**src/slam_macros.svh**
```systemverilog
`ifndef SLAM_MACROS_SVH
`define SLAM_MACROS_SVH

// datapath word and landmark index widths
`define RSA_DW           32
`define ROW_LEN          10
`define PLB_AW           32

// PLB memory map, in words
// robot pose xk, yk, xita
`define PLB_ROBOT_BASE   0
// landmark n at 3+2n (x) and 4+2n (y)
`define PLB_LM_BASE      3
// Jacobians and innovation for the processor
`define PLB_RESULT_BASE  2048
`define PLB_RESULT_WORDS 8
// word index to byte address
`define PLB_BYTE_SHIFT   2

// words per phase
`define RD_WORDS_PRD     3
`define RD_WORDS_LM      5
`define WR_WORDS_PRD     5
`define WR_WORDS_NEW     8
`define WR_WORDS_UPD     6

`endif
```
**src/slam_pkg.sv**
```systemverilog
`include "slam_macros.svh"

package slam_pkg;

  // one signed datapath word, pose, landmark or result
  typedef logic signed [`RSA_DW-1:0] rsa_data_t;

  // PLB byte address
  typedef logic [`PLB_AW-1:0] plb_addr_t;

  // landmark number within the map
  typedef logic [`ROW_LEN-1:0] lm_idx_t;

  // words moved within one read or write phase
  typedef logic [3:0] word_cnt_t;

  // stage codes from the processor
  // association (4) is not served here, codes 4..7 are ignored
  typedef enum logic [2:0] {
    STAGE_IDLE = 3'd0,
    STAGE_PRD  = 3'd1,
    STAGE_NEW  = 3'd2,
    STAGE_UPD  = 3'd3
  } stage_e;

endpackage

```
**src/slam_rsa_top.sv**
```systemverilog
module slam_rsa_top
  import slam_pkg::*;
(
  input  logic      clk,
  input  logic      sys_rst,
  // stage handshake from the processor
  input  stage_e    i_stage_val,
  output logic      o_stage_rdy,
  input  lm_idx_t   i_l_k,
  input  rsa_data_t i_rk,
  input  rsa_data_t i_phi,
  // shared block RAM
  output logic      o_plb_en,
  output logic      o_plb_we,
  output plb_addr_t o_plb_addr,
  output rsa_data_t o_plb_din,
  input  rsa_data_t i_plb_dout,
  // nonlinear unit
  output logic      o_init_predict,
  output logic      o_init_newlm,
  output logic      o_init_update,
  output rsa_data_t o_xk,
  output rsa_data_t o_yk,
  output rsa_data_t o_xita,
  output rsa_data_t o_lkx,
  output rsa_data_t o_lky,
  input  logic      i_done_predict,
  input  logic      i_done_newlm,
  input  logic      i_done_update,
  input  rsa_data_t i_result_0,
  input  rsa_data_t i_result_1,
  input  rsa_data_t i_result_2,
  input  rsa_data_t i_result_3,
  input  rsa_data_t i_result_4,
  input  rsa_data_t i_result_5
);

  logic      rd_start, wr_start;
  logic      rd_done, wr_done;
  stage_e    stage;
  lm_idx_t   l_k;
  rsa_data_t res_0, res_1, res_2, res_3, res_4, res_5, res_6, res_7;

  slam_stage_ctrl u_stage_ctrl (
    .clk            (clk),
    .sys_rst        (sys_rst),
    .i_stage_val    (i_stage_val),
    .i_l_k          (i_l_k),
    .i_rd_done      (rd_done),
    .i_wr_done      (wr_done),
    .i_done_predict (i_done_predict),
    .i_done_newlm   (i_done_newlm),
    .i_done_update  (i_done_update),
    .o_stage_rdy    (o_stage_rdy),
    .o_stage        (stage),
    .o_l_k          (l_k),
    .o_rd_start     (rd_start),
    .o_wr_start     (wr_start),
    .o_init_predict (o_init_predict),
    .o_init_newlm   (o_init_newlm),
    .o_init_update  (o_init_update)
  );

  slam_plb_access u_plb_access (
    .clk        (clk),
    .sys_rst    (sys_rst),
    .i_rd_start (rd_start),
    .i_wr_start (wr_start),
    .i_stage    (stage),
    .i_l_k      (l_k),
    .i_plb_dout (i_plb_dout),
    .i_res_0    (res_0),
    .i_res_1    (res_1),
    .i_res_2    (res_2),
    .i_res_3    (res_3),
    .i_res_4    (res_4),
    .i_res_5    (res_5),
    .i_res_6    (res_6),
    .i_res_7    (res_7),
    .o_plb_en   (o_plb_en),
    .o_plb_we   (o_plb_we),
    .o_plb_addr (o_plb_addr),
    .o_plb_din  (o_plb_din),
    .o_rd_done  (rd_done),
    .o_wr_done  (wr_done),
    .o_xk       (o_xk),
    .o_yk       (o_yk),
    .o_xita     (o_xita),
    .o_lkx      (o_lkx),
    .o_lky      (o_lky)
  );

  slam_nl_capture u_nl_capture (
    .clk            (clk),
    .sys_rst        (sys_rst),
    .i_done_predict (i_done_predict),
    .i_done_newlm   (i_done_newlm),
    .i_done_update  (i_done_update),
    .i_result_0     (i_result_0),
    .i_result_1     (i_result_1),
    .i_result_2     (i_result_2),
    .i_result_3     (i_result_3),
    .i_result_4     (i_result_4),
    .i_result_5     (i_result_5),
    .i_xk           (o_xk),
    .i_yk           (o_yk),
    .i_xita         (o_xita),
    .i_lkx          (o_lkx),
    .i_lky          (o_lky),
    .i_rk           (i_rk),
    .i_phi          (i_phi),
    .o_res_0        (res_0),
    .o_res_1        (res_1),
    .o_res_2        (res_2),
    .o_res_3        (res_3),
    .o_res_4        (res_4),
    .o_res_5        (res_5),
    .o_res_6        (res_6),
    .o_res_7        (res_7)
  );

endmodule

```
**src/slam_nl_capture.sv**
```systemverilog
module slam_nl_capture
  import slam_pkg::*;
(
  input  logic      clk,
  input  logic      sys_rst,
  input  logic      i_done_predict,
  input  logic      i_done_newlm,
  input  logic      i_done_update,
  input  rsa_data_t i_result_0,
  input  rsa_data_t i_result_1,
  input  rsa_data_t i_result_2,
  input  rsa_data_t i_result_3,
  input  rsa_data_t i_result_4,
  input  rsa_data_t i_result_5,
  input  rsa_data_t i_xk,
  input  rsa_data_t i_yk,
  input  rsa_data_t i_xita,
  input  rsa_data_t i_lkx,
  input  rsa_data_t i_lky,
  input  rsa_data_t i_rk,
  input  rsa_data_t i_phi,
  output rsa_data_t o_res_0,
  output rsa_data_t o_res_1,
  output rsa_data_t o_res_2,
  output rsa_data_t o_res_3,
  output rsa_data_t o_res_4,
  output rsa_data_t o_res_5,
  output rsa_data_t o_res_6,
  output rsa_data_t o_res_7
);

  // predict group
  rsa_data_t x_hat, y_hat, xita_hat;
  rsa_data_t fxi_13, fxi_23;
  // new landmark group
  rsa_data_t lkx_hat, lky_hat;
  rsa_data_t gxi_13, gxi_23, gz_11, gz_12, gz_21, gz_22;
  // update group, Hz is just -Hxi so it is not kept
  rsa_data_t hxi_11, hxi_12, hxi_21, hxi_22;
  rsa_data_t vt_1, vt_2;
  // which group feeds the write words
  stage_e    last_stage;

  always_ff @(posedge clk) begin
    if (sys_rst) begin
      x_hat    <= '0;
      y_hat    <= '0;
      xita_hat <= '0;
      fxi_13   <= '0;
      fxi_23   <= '0;
    end else if (i_done_predict) begin
      x_hat    <= i_xk + i_result_2;
      y_hat    <= i_yk + i_result_3;
      xita_hat <= i_xita + i_result_1;
      fxi_13   <= -i_result_3;
      fxi_23   <= i_result_2;
    end
  end

  always_ff @(posedge clk) begin
    if (sys_rst) begin
      lkx_hat <= '0;
      lky_hat <= '0;
      gxi_13  <= '0;
      gxi_23  <= '0;
      gz_11   <= '0;
      gz_12   <= '0;
      gz_21   <= '0;
      gz_22   <= '0;
    end else if (i_done_newlm) begin
      // note x pairs with r3 and y with r2
      lkx_hat <= i_lkx + i_result_3;
      lky_hat <= i_lky + i_result_2;
      gxi_13  <= i_result_2;
      gxi_23  <= i_result_3;
      gz_11   <= i_result_0;
      gz_12   <= i_result_2;
      gz_21   <= i_result_1;
      gz_22   <= i_result_3;
    end
  end

  always_ff @(posedge clk) begin
    if (sys_rst) begin
      hxi_11 <= '0;
      hxi_12 <= '0;
      hxi_21 <= '0;
      hxi_22 <= '0;
      vt_1   <= '0;
      vt_2   <= '0;
    end else if (i_done_update) begin
      hxi_11 <= -i_result_4;
      hxi_12 <= -i_result_5;
      hxi_21 <= i_result_2;
      hxi_22 <= -i_result_3;
      // rk and phi taken live, the host keeps them for the whole stage
      vt_1   <= i_rk - i_result_0;
      vt_2   <= i_phi - i_result_1;
    end
  end

  always_ff @(posedge clk) begin
    if (sys_rst) begin
      last_stage <= STAGE_IDLE;
    end else if (i_done_predict) begin
      last_stage <= STAGE_PRD;
    end else if (i_done_newlm) begin
      last_stage <= STAGE_NEW;
    end else if (i_done_update) begin
      last_stage <= STAGE_UPD;
    end
  end

  // write words in PLB write order
  always_comb begin
    o_res_0 = '0;
    o_res_1 = '0;
    o_res_2 = '0;
    o_res_3 = '0;
    o_res_4 = '0;
    o_res_5 = '0;
    o_res_6 = '0;
    o_res_7 = '0;
    case (last_stage)
      STAGE_PRD: begin
        o_res_0 = x_hat;
        o_res_1 = y_hat;
        o_res_2 = xita_hat;
        o_res_3 = fxi_13;
        o_res_4 = fxi_23;
      end
      STAGE_NEW: begin
        o_res_0 = lkx_hat;
        o_res_1 = lky_hat;
        o_res_2 = gxi_13;
        o_res_3 = gxi_23;
        o_res_4 = gz_11;
        o_res_5 = gz_12;
        o_res_6 = gz_21;
        o_res_7 = gz_22;
      end
      STAGE_UPD: begin
        o_res_0 = hxi_11;
        o_res_1 = hxi_12;
        o_res_2 = hxi_21;
        o_res_3 = hxi_22;
        o_res_4 = vt_1;
        o_res_5 = vt_2;
      end
      default: ;
    endcase
  end

  // nonlinear unit runs one job at a time
  a_done_onehot: assert property (@(posedge clk) disable iff (sys_rst)
    $onehot0({i_done_predict, i_done_newlm, i_done_update}));

endmodule

```
**src/slam_plb_access.sv**
```systemverilog
`include "slam_macros.svh"

module slam_plb_access
  import slam_pkg::*;
(
  input  logic      clk,
  input  logic      sys_rst,
  input  logic      i_rd_start,
  input  logic      i_wr_start,
  input  stage_e    i_stage,
  input  lm_idx_t   i_l_k,
  input  rsa_data_t i_plb_dout,
  input  rsa_data_t i_res_0,
  input  rsa_data_t i_res_1,
  input  rsa_data_t i_res_2,
  input  rsa_data_t i_res_3,
  input  rsa_data_t i_res_4,
  input  rsa_data_t i_res_5,
  input  rsa_data_t i_res_6,
  input  rsa_data_t i_res_7,
  output logic      o_plb_en,
  output logic      o_plb_we,
  output plb_addr_t o_plb_addr,
  output rsa_data_t o_plb_din,
  output logic      o_rd_done,
  output logic      o_wr_done,
  output rsa_data_t o_xk,
  output rsa_data_t o_yk,
  output rsa_data_t o_xita,
  output rsa_data_t o_lkx,
  output rsa_data_t o_lky
);

  // pose words, then one landmark pair
  localparam word_cnt_t ROBOT_WORDS = word_cnt_t'(`RD_WORDS_PRD);
  localparam word_cnt_t LM_WORDS    = word_cnt_t'(`RD_WORDS_LM - `RD_WORDS_PRD);

  logic      busy;
  logic      wr_mode;
  word_cnt_t cnt;
  logic      run;
  logic      wr_phase;
  logic      last;
  word_cnt_t n_words;
  logic      rd_vld_d;
  word_cnt_t rd_cnt_d;
  plb_addr_t lm_word;
  plb_addr_t cnt_ext;
  plb_addr_t word_idx;
  rsa_data_t wr_words [0:7];

  // a start pulse drives word 0 in its own cycle
  assign run      = i_rd_start || i_wr_start || busy;
  assign wr_phase = i_wr_start || (busy && wr_mode);

  always_comb begin
    if (wr_phase) begin
      case (i_stage)
        STAGE_PRD: n_words = word_cnt_t'(`WR_WORDS_PRD);
        STAGE_NEW: n_words = word_cnt_t'(`WR_WORDS_NEW);
        default:   n_words = word_cnt_t'(`WR_WORDS_UPD);
      endcase
    end else begin
      // predict skips the landmark pair
      n_words = (i_stage == STAGE_PRD) ? ROBOT_WORDS : word_cnt_t'(`RD_WORDS_LM);
    end
  end

  assign last = (cnt == n_words - word_cnt_t'(1));

  // word index per phase and stage
  always_comb begin
    lm_word = plb_addr_t'(`PLB_LM_BASE) + (plb_addr_t'(i_l_k) << 1);
    cnt_ext = plb_addr_t'(cnt);
    if (!wr_phase) begin
      if (cnt < ROBOT_WORDS) begin
        word_idx = plb_addr_t'(`PLB_ROBOT_BASE) + cnt_ext;
      end else begin
        word_idx = lm_word + cnt_ext - plb_addr_t'(ROBOT_WORDS);
      end
    end else begin
      case (i_stage)
        STAGE_PRD: begin
          // updated pose, then Fxi terms
          if (cnt < ROBOT_WORDS) begin
            word_idx = plb_addr_t'(`PLB_ROBOT_BASE) + cnt_ext;
          end else begin
            word_idx = plb_addr_t'(`PLB_RESULT_BASE) + cnt_ext - plb_addr_t'(ROBOT_WORDS);
          end
        end
        STAGE_NEW: begin
          // new landmark slot, then G terms
          if (cnt < LM_WORDS) begin
            word_idx = lm_word + cnt_ext;
          end else begin
            word_idx = plb_addr_t'(`PLB_RESULT_BASE) + cnt_ext - plb_addr_t'(LM_WORDS);
          end
        end
        default: word_idx = plb_addr_t'(`PLB_RESULT_BASE) + cnt_ext;
      endcase
    end
  end

  always_comb begin
    wr_words[0] = i_res_0;
    wr_words[1] = i_res_1;
    wr_words[2] = i_res_2;
    wr_words[3] = i_res_3;
    wr_words[4] = i_res_4;
    wr_words[5] = i_res_5;
    wr_words[6] = i_res_6;
    wr_words[7] = i_res_7;
  end

  assign o_plb_en   = run;
  assign o_plb_we   = wr_phase;
  assign o_plb_addr = word_idx << `PLB_BYTE_SHIFT;
  assign o_plb_din  = wr_words[cnt[2:0]];
  assign o_wr_done  = wr_phase && last;

  always_ff @(posedge clk) begin
    if (sys_rst) begin
      busy      <= 1'b0;
      wr_mode   <= 1'b0;
      cnt       <= '0;
      rd_vld_d  <= 1'b0;
      o_rd_done <= 1'b0;
    end else begin
      rd_vld_d  <= run && !wr_phase;
      // high while the last read word is being registered
      o_rd_done <= run && !wr_phase && last;
      if (run) begin
        if (last) begin
          busy <= 1'b0;
          cnt  <= '0;
        end else begin
          busy    <= 1'b1;
          wr_mode <= wr_phase;
          cnt     <= cnt + word_cnt_t'(1);
        end
      end
    end
  end

  // read data trails its address by one cycle
  always_ff @(posedge clk) begin
    rd_cnt_d <= cnt;
    if (rd_vld_d) begin
      case (rd_cnt_d)
        4'd0:    o_xk   <= i_plb_dout;
        4'd1:    o_yk   <= i_plb_dout;
        4'd2:    o_xita <= i_plb_dout;
        4'd3:    o_lkx  <= i_plb_dout;
        4'd4:    o_lky  <= i_plb_dout;
        default: ;
      endcase
    end
  end

  // a read cycle is never directly followed by a write
  a_no_we_after_read: assert property (@(posedge clk) disable iff (sys_rst)
    (o_plb_en && !o_plb_we) |=> !$rose(o_plb_we));

  a_addr_range: assert property (@(posedge clk) disable iff (sys_rst)
    o_plb_en |->
    (o_plb_addr >> `PLB_BYTE_SHIFT) < (`PLB_RESULT_BASE + `PLB_RESULT_WORDS));

endmodule

```
**src/slam_stage_ctrl.sv**
```systemverilog
module slam_stage_ctrl
  import slam_pkg::*;
(
  input  logic    clk,
  input  logic    sys_rst,
  input  stage_e  i_stage_val,
  input  lm_idx_t i_l_k,
  input  logic    i_rd_done,
  input  logic    i_wr_done,
  input  logic    i_done_predict,
  input  logic    i_done_newlm,
  input  logic    i_done_update,
  output logic    o_stage_rdy,
  output stage_e  o_stage,
  output lm_idx_t o_l_k,
  output logic    o_rd_start,
  output logic    o_wr_start,
  output logic    o_init_predict,
  output logic    o_init_newlm,
  output logic    o_init_update
);

  typedef enum logic [1:0] {
    ST_IDLE,
    ST_FETCH,
    ST_WAIT_NL,
    ST_WRITE
  } ctrl_state_e;

  ctrl_state_e state;
  logic        accept;
  logic        nl_done;

  // only the three served codes start a stage
  assign accept = (state == ST_IDLE) &&
                  (i_stage_val inside {STAGE_PRD, STAGE_NEW, STAGE_UPD});

  assign o_stage_rdy = (state == ST_IDLE);

  // done pulse of the latched stage, others are dropped
  always_comb begin
    case (o_stage)
      STAGE_PRD: nl_done = i_done_predict;
      STAGE_NEW: nl_done = i_done_newlm;
      STAGE_UPD: nl_done = i_done_update;
      default:   nl_done = 1'b0;
    endcase
  end

  always_ff @(posedge clk) begin
    if (sys_rst) begin
      state          <= ST_IDLE;
      o_stage        <= STAGE_IDLE;
      o_l_k          <= '0;
      o_rd_start     <= 1'b0;
      o_wr_start     <= 1'b0;
      o_init_predict <= 1'b0;
      o_init_newlm   <= 1'b0;
      o_init_update  <= 1'b0;
    end else begin
      // all starts and inits are single cycle
      o_rd_start     <= 1'b0;
      o_wr_start     <= 1'b0;
      o_init_predict <= 1'b0;
      o_init_newlm   <= 1'b0;
      o_init_update  <= 1'b0;
      case (state)
        ST_IDLE: begin
          if (accept) begin
            state      <= ST_FETCH;
            o_stage    <= i_stage_val;
            o_l_k      <= i_l_k;
            o_rd_start <= 1'b1;
          end
        end
        ST_FETCH: begin
          // last word lands this edge, so init sees a full pose
          if (i_rd_done) begin
            state          <= ST_WAIT_NL;
            o_init_predict <= (o_stage == STAGE_PRD);
            o_init_newlm   <= (o_stage == STAGE_NEW);
            o_init_update  <= (o_stage == STAGE_UPD);
          end
        end
        ST_WAIT_NL: begin
          if (nl_done) begin
            state      <= ST_WRITE;
            o_wr_start <= 1'b1;
          end
        end
        ST_WRITE: begin
          // wr_done marks the final write cycle
          if (i_wr_done) begin
            state <= ST_IDLE;
          end
        end
        default: state <= ST_IDLE;
      endcase
    end
  end

  a_init_onehot: assert property (@(posedge clk) disable iff (sys_rst)
    $onehot0({o_init_predict, o_init_newlm, o_init_update}));

  a_init_single: assert property (@(posedge clk) disable iff (sys_rst)
    (o_init_predict || o_init_newlm || o_init_update) |=>
    !(o_init_predict || o_init_newlm || o_init_update));

  // read phase ends only while fetching
  a_rd_done_fetch: assert property (@(posedge clk) disable iff (sys_rst)
    i_rd_done |-> (state == ST_FETCH));

  // write phase ends only while writing
  a_wr_done_write: assert property (@(posedge clk) disable iff (sys_rst)
    i_wr_done |-> (state == ST_WRITE));

endmodule

```
**config.mk**
```make
export PLATFORM = sky130hd
export DESIGN_NAME = slam_rsa_top
export DESIGN_NICKNAME = d
export VERILOG_FILES = /design/src/slam_pkg.sv /design/src/slam_rsa_top.sv /design/src/slam_nl_capture.sv /design/src/slam_plb_access.sv /design/src/slam_stage_ctrl.sv
export VERILOG_INCLUDE_DIRS = /design/src
export SDC_FILE = /design/constraint.sdc
export NUM_CORES = 2
export LEC_CHECK = 0
export BUFFER_PORTS_ARGS = -buffer_cell sky130_fd_sc_hd__buf_2
export CAP_MARGIN = 40
export CORE_MARGIN = 2
export CORE_UTILIZATION = 55
export CTS_BUF_LIST = sky130_fd_sc_hd__clkbuf_16
export DETAILED_ROUTE_END_ITERATION = 7
export PLACE_DENSITY = 0.73
export SLEW_MARGIN = 40
export SYNTH_ARGS = -nofsm -noshare
export SYNTH_HDL_FRONTEND = slang
export SYNTH_SLANG_ARGS = --single-unit
```
**constraint.sdc**
```tcl
create_clock -name clk -period 4.2 [get_ports clk]
set_input_delay 0.21 -clock clk [delete_from_list [all_inputs] [get_ports clk]]
set_output_delay 0.21 -clock clk [all_outputs]
set_load 0.02 [all_outputs]
```
==> results_dict.tcl <==
set metrics [dict create \
    status "finished clean" \
    routedWlPerCell_um 24.7 \
    rrSetupSlack_ns 0.70 \
    dieArea_mm2 0.0827 \
    holdWs_ns 0.0162 \
    grt_start_max_net_pins 148 \
    routed_wl_mm 164 \
    crit_arrival_ns 3.83 \
    r2r_cells 12 \
    num-fill-cells 6649 \
    synth_common_cells "nor2_1 (679), dfxtp_1 (578), mux2i_1 (488)" \
    firstDrtPassIters 6 \
    start_util_pct 55.3 \
    ios 536 \
    post-synth-top-count-cell "nor2_1" \
    p_per_area_mw_per_mm2 382 \
    crit_type "flip-flop to output pin" \
    clock_sinks 738 \
    synth_flop_cell "dfxtp_1" \
    end_kind "output pin" \
    peakVddDrop_v 0.000363 \
    root_buffer "clkbuf_16" \
    grt_usage_pct 38.0 \
    drive_above_1_share_pct 17.1 \
    dp.final_hpwl_mm 119 \
    tns_ns 0 \
    power_mw 20.3 \
    rows 104 \
    final_antenna_net_count 0 \
    fin_crit_sh_pct 96.1 \
    coreArea_mm2 0.0800 \
    r2r-end "u_nl_capture.xita_hat[30]$_SDFFE_PP0P_" \
    grt_pass1_wl_mm 239 \
    syn_area_mm2 0.0442 \
    clockBufferDepth 3 \
    place.gp.congestion 1.01 \
    cts_tree "built" \
    min_from "i_result_5[28]" \
    total_leakage_power_nw 23.1 \
    antenna_found_initial 17 \
    start_kind "flip-flop" \
    r2r_start "u_plb_access.o_xita[0]$_DFFE_PP_" \
    num-nets-final 6041 \
    drtIter0Drc 4512 \
    yosysSeqAreaShare_pct 37.0 \
    vias 41366 \
    slew-limit-headroom_pct 37.8 \
    report.final.slew_viol_count 0 \
    synth_top_area_cell "dfxtp_1" \
    portBuffers 533 \
    die_w_um 288 \
    synth_cell_type_count 97 \
    hold_class "input port to flip-flop" \
    synth-edff-count 160 \
    tightest_slew_ns 0.932 \
    hold_viol_final 0 \
    setup_viol 0 \
    synth_top_area_share_pct 26.2 \
    drc 0 \
    worstHoldEndpoint "u_nl_capture.hxi_12[28]$_SDFFE_PP0P_" \
    vias_per_cell 6.24 \
    synthCells 4853 \
    path_max_fanout 4 \
    clock_latency_ns 0.65 \
    die_y_um 288 \
    synth_area_leaders "dfxtp_1 (26%), mux2i_1 (11%), edfxtp_1 (11%)" \
    yosys_register_bits 738 \
    holdPathStages 4 \
    grt_overflow 0 \
    syn2layout_area_growth_pct 20.0 \
    clk_pin_slew_worst_paths_ns 0.06 \
    cap_violations 0 \
    h-tree-depth 3 \
    ys_warn_count 0 \
    async_reset_ff_share_pct 0 \
    cts_buffers 86 \
    cp.required_ns 3.99 \
    fin_worst_skew_ns 0.0226 \
    clock.fmax_mhz 248 \
    grt_pass1_vias 38720 \
    min_period_ns 4.04 \
    syn_avg_cell_area_um2 9.12 \
]
==> cells by family after synthesis <==
family	count (synthesis)	share of synthesized area (%)
AOI/OAI and AO/OA	1098	16.9
xor gates and xnor gates	261	5.17
and+or+nand+nor	1424	14.8
DFF	738	37.0
other	1	0.00848
buffers and inverters	435	3.80
adders and majority gates	247	7.12
muxes	649	15.1
==> final cells by class <==
| type | count | area (um2) | area share [%] |
|---|---|---|---|
| antenna | 12 | 30.0 | 0.0566 |
| clock buffer | 91 | 2280 | 4.29 |
| clock inverter | 70 | 458 | 0.863 |
| inverter | 151 | 567 | 1.07 |
| multi-input combinational | 3681 | 26300 | 49.5 |
| sequential | 738 | 16400 | 30.9 |
| tap | 1060 | 1330 | 2.50 |
| timing repair buffer | 830 | 5740 | 10.8 |
==> stage by stage <==
step / util (%) / instances / worst slack, ns / instance area (um2)
after floorplan: - / 4854 / 0.202 / 44200
after global placement: 59.6 / 6213 / 0.657 / 47700
after detailed placement: 59.8 / 6219 / 0.542 / 47900
after CTS: 66.2 / 6618 / 0.0668 / 53000
after global routing: 66.3 / 6628 / -0.0109 / 53100
final: 66.3 / 6633 / 0.163 / 53100
==> how the worst max path moves through the flow <==
stage | end | from | slack [ns] | depth (start not counted)
floorplan | o_plb_addr[13] | u_plb_access.cnt[1]$_SDFFE_PP0N_ | 0.20 | 18
global placement | o_plb_addr[13] | u_stage_ctrl.o_l_k[0]$_SDFFE_PP0P_ | 0.66 | 17
detailed placement | o_plb_addr[13] | u_stage_ctrl.o_l_k[0]$_SDFFE_PP0P_ | 0.54 | 17
CTS | o_plb_addr[12] | u_stage_ctrl.o_l_k[0]$_SDFFE_PP0P_ | 0.07 | 16
global route | o_plb_addr[13] | u_stage_ctrl.o_l_k[1]$_SDFFE_PP0P_ | -0.01 | 13
finish | o_plb_addr[13] | u_stage_ctrl.o_l_k[1]$_SDFFE_PP0P_ | 0.16 | 13
==> timing repair <==
action,4_1_cts,5_1_grt
hold buffers,237,0
endpoints found under the setup margin,3,16
hold endpoints to repair,429,0
pin swaps,0,3
setup buffers,1,3
resized for setup,1,10
==> where the power goes <==
part	internal, mW	leakage, nW	switching (mW)
Clock	4.22	1.42	3.16
Combinational	1.95	15.5	2.84
Sequential	7.75	6.22	0.388
Total	13.9	23.1	6.39
==> critical path: stages, from the launching register on <==
cell and delay, ns:
dfxtp_1 0.31, ha_1 0.32, ha_1 0.29, a21o_1 0.18, a21o_1 0.20, a21oi_1 0.31
nor2b_1 0.10, xnor2_1 0.33, and3_4 0.28, nand4_1 0.12, nor2_1 0.16, ha_1 0.25
o22ai_1 0.17, buf_4 0.17
==> cell usage in the layout (no fill, tap or decap), types with 18 or more instances in the layout <==
cell           count
a211oi_1          35
a21o_1           128
a21oi_1          231
a221oi_1         135
a22oi_1           34
a31oi_1           36
and2_1            21
and3_1            34
buf_2            528
buf_4             42
clkbuf_16         91
clkinv_1          22
clkinv_2          21
dfxtp_1          572
dlygate4sd3_1    237
edfxtp_1         160
ha_1             237
inv_1            163
mux2_2           161
mux2i_1          488
nand2_1          270
nand2b_1          33
nand3_1           50
nand4_1           32
nor2_1           676
nor2b_1           39
nor3_1           132
nor4_1            18
o21a_1            35
o21ai_0          192
o21bai_1          21
o22a_1            33
o22ai_1           58
or3_1             18
xnor2_1          155
xor2_1           104
==> routing by layer <==
metal / up-vias / global-route usage (%) / routed length (um)
met5: - / 0 / 66
met4: 12 / 14.5 / 6350
met3: 328 / 6.90 / 17100
met2: 2112 / 57.1 / 70200
met1: 19899 / 54.1 / 70400
li1: 19015 / - / -
(Power assumes the default switching activity.)
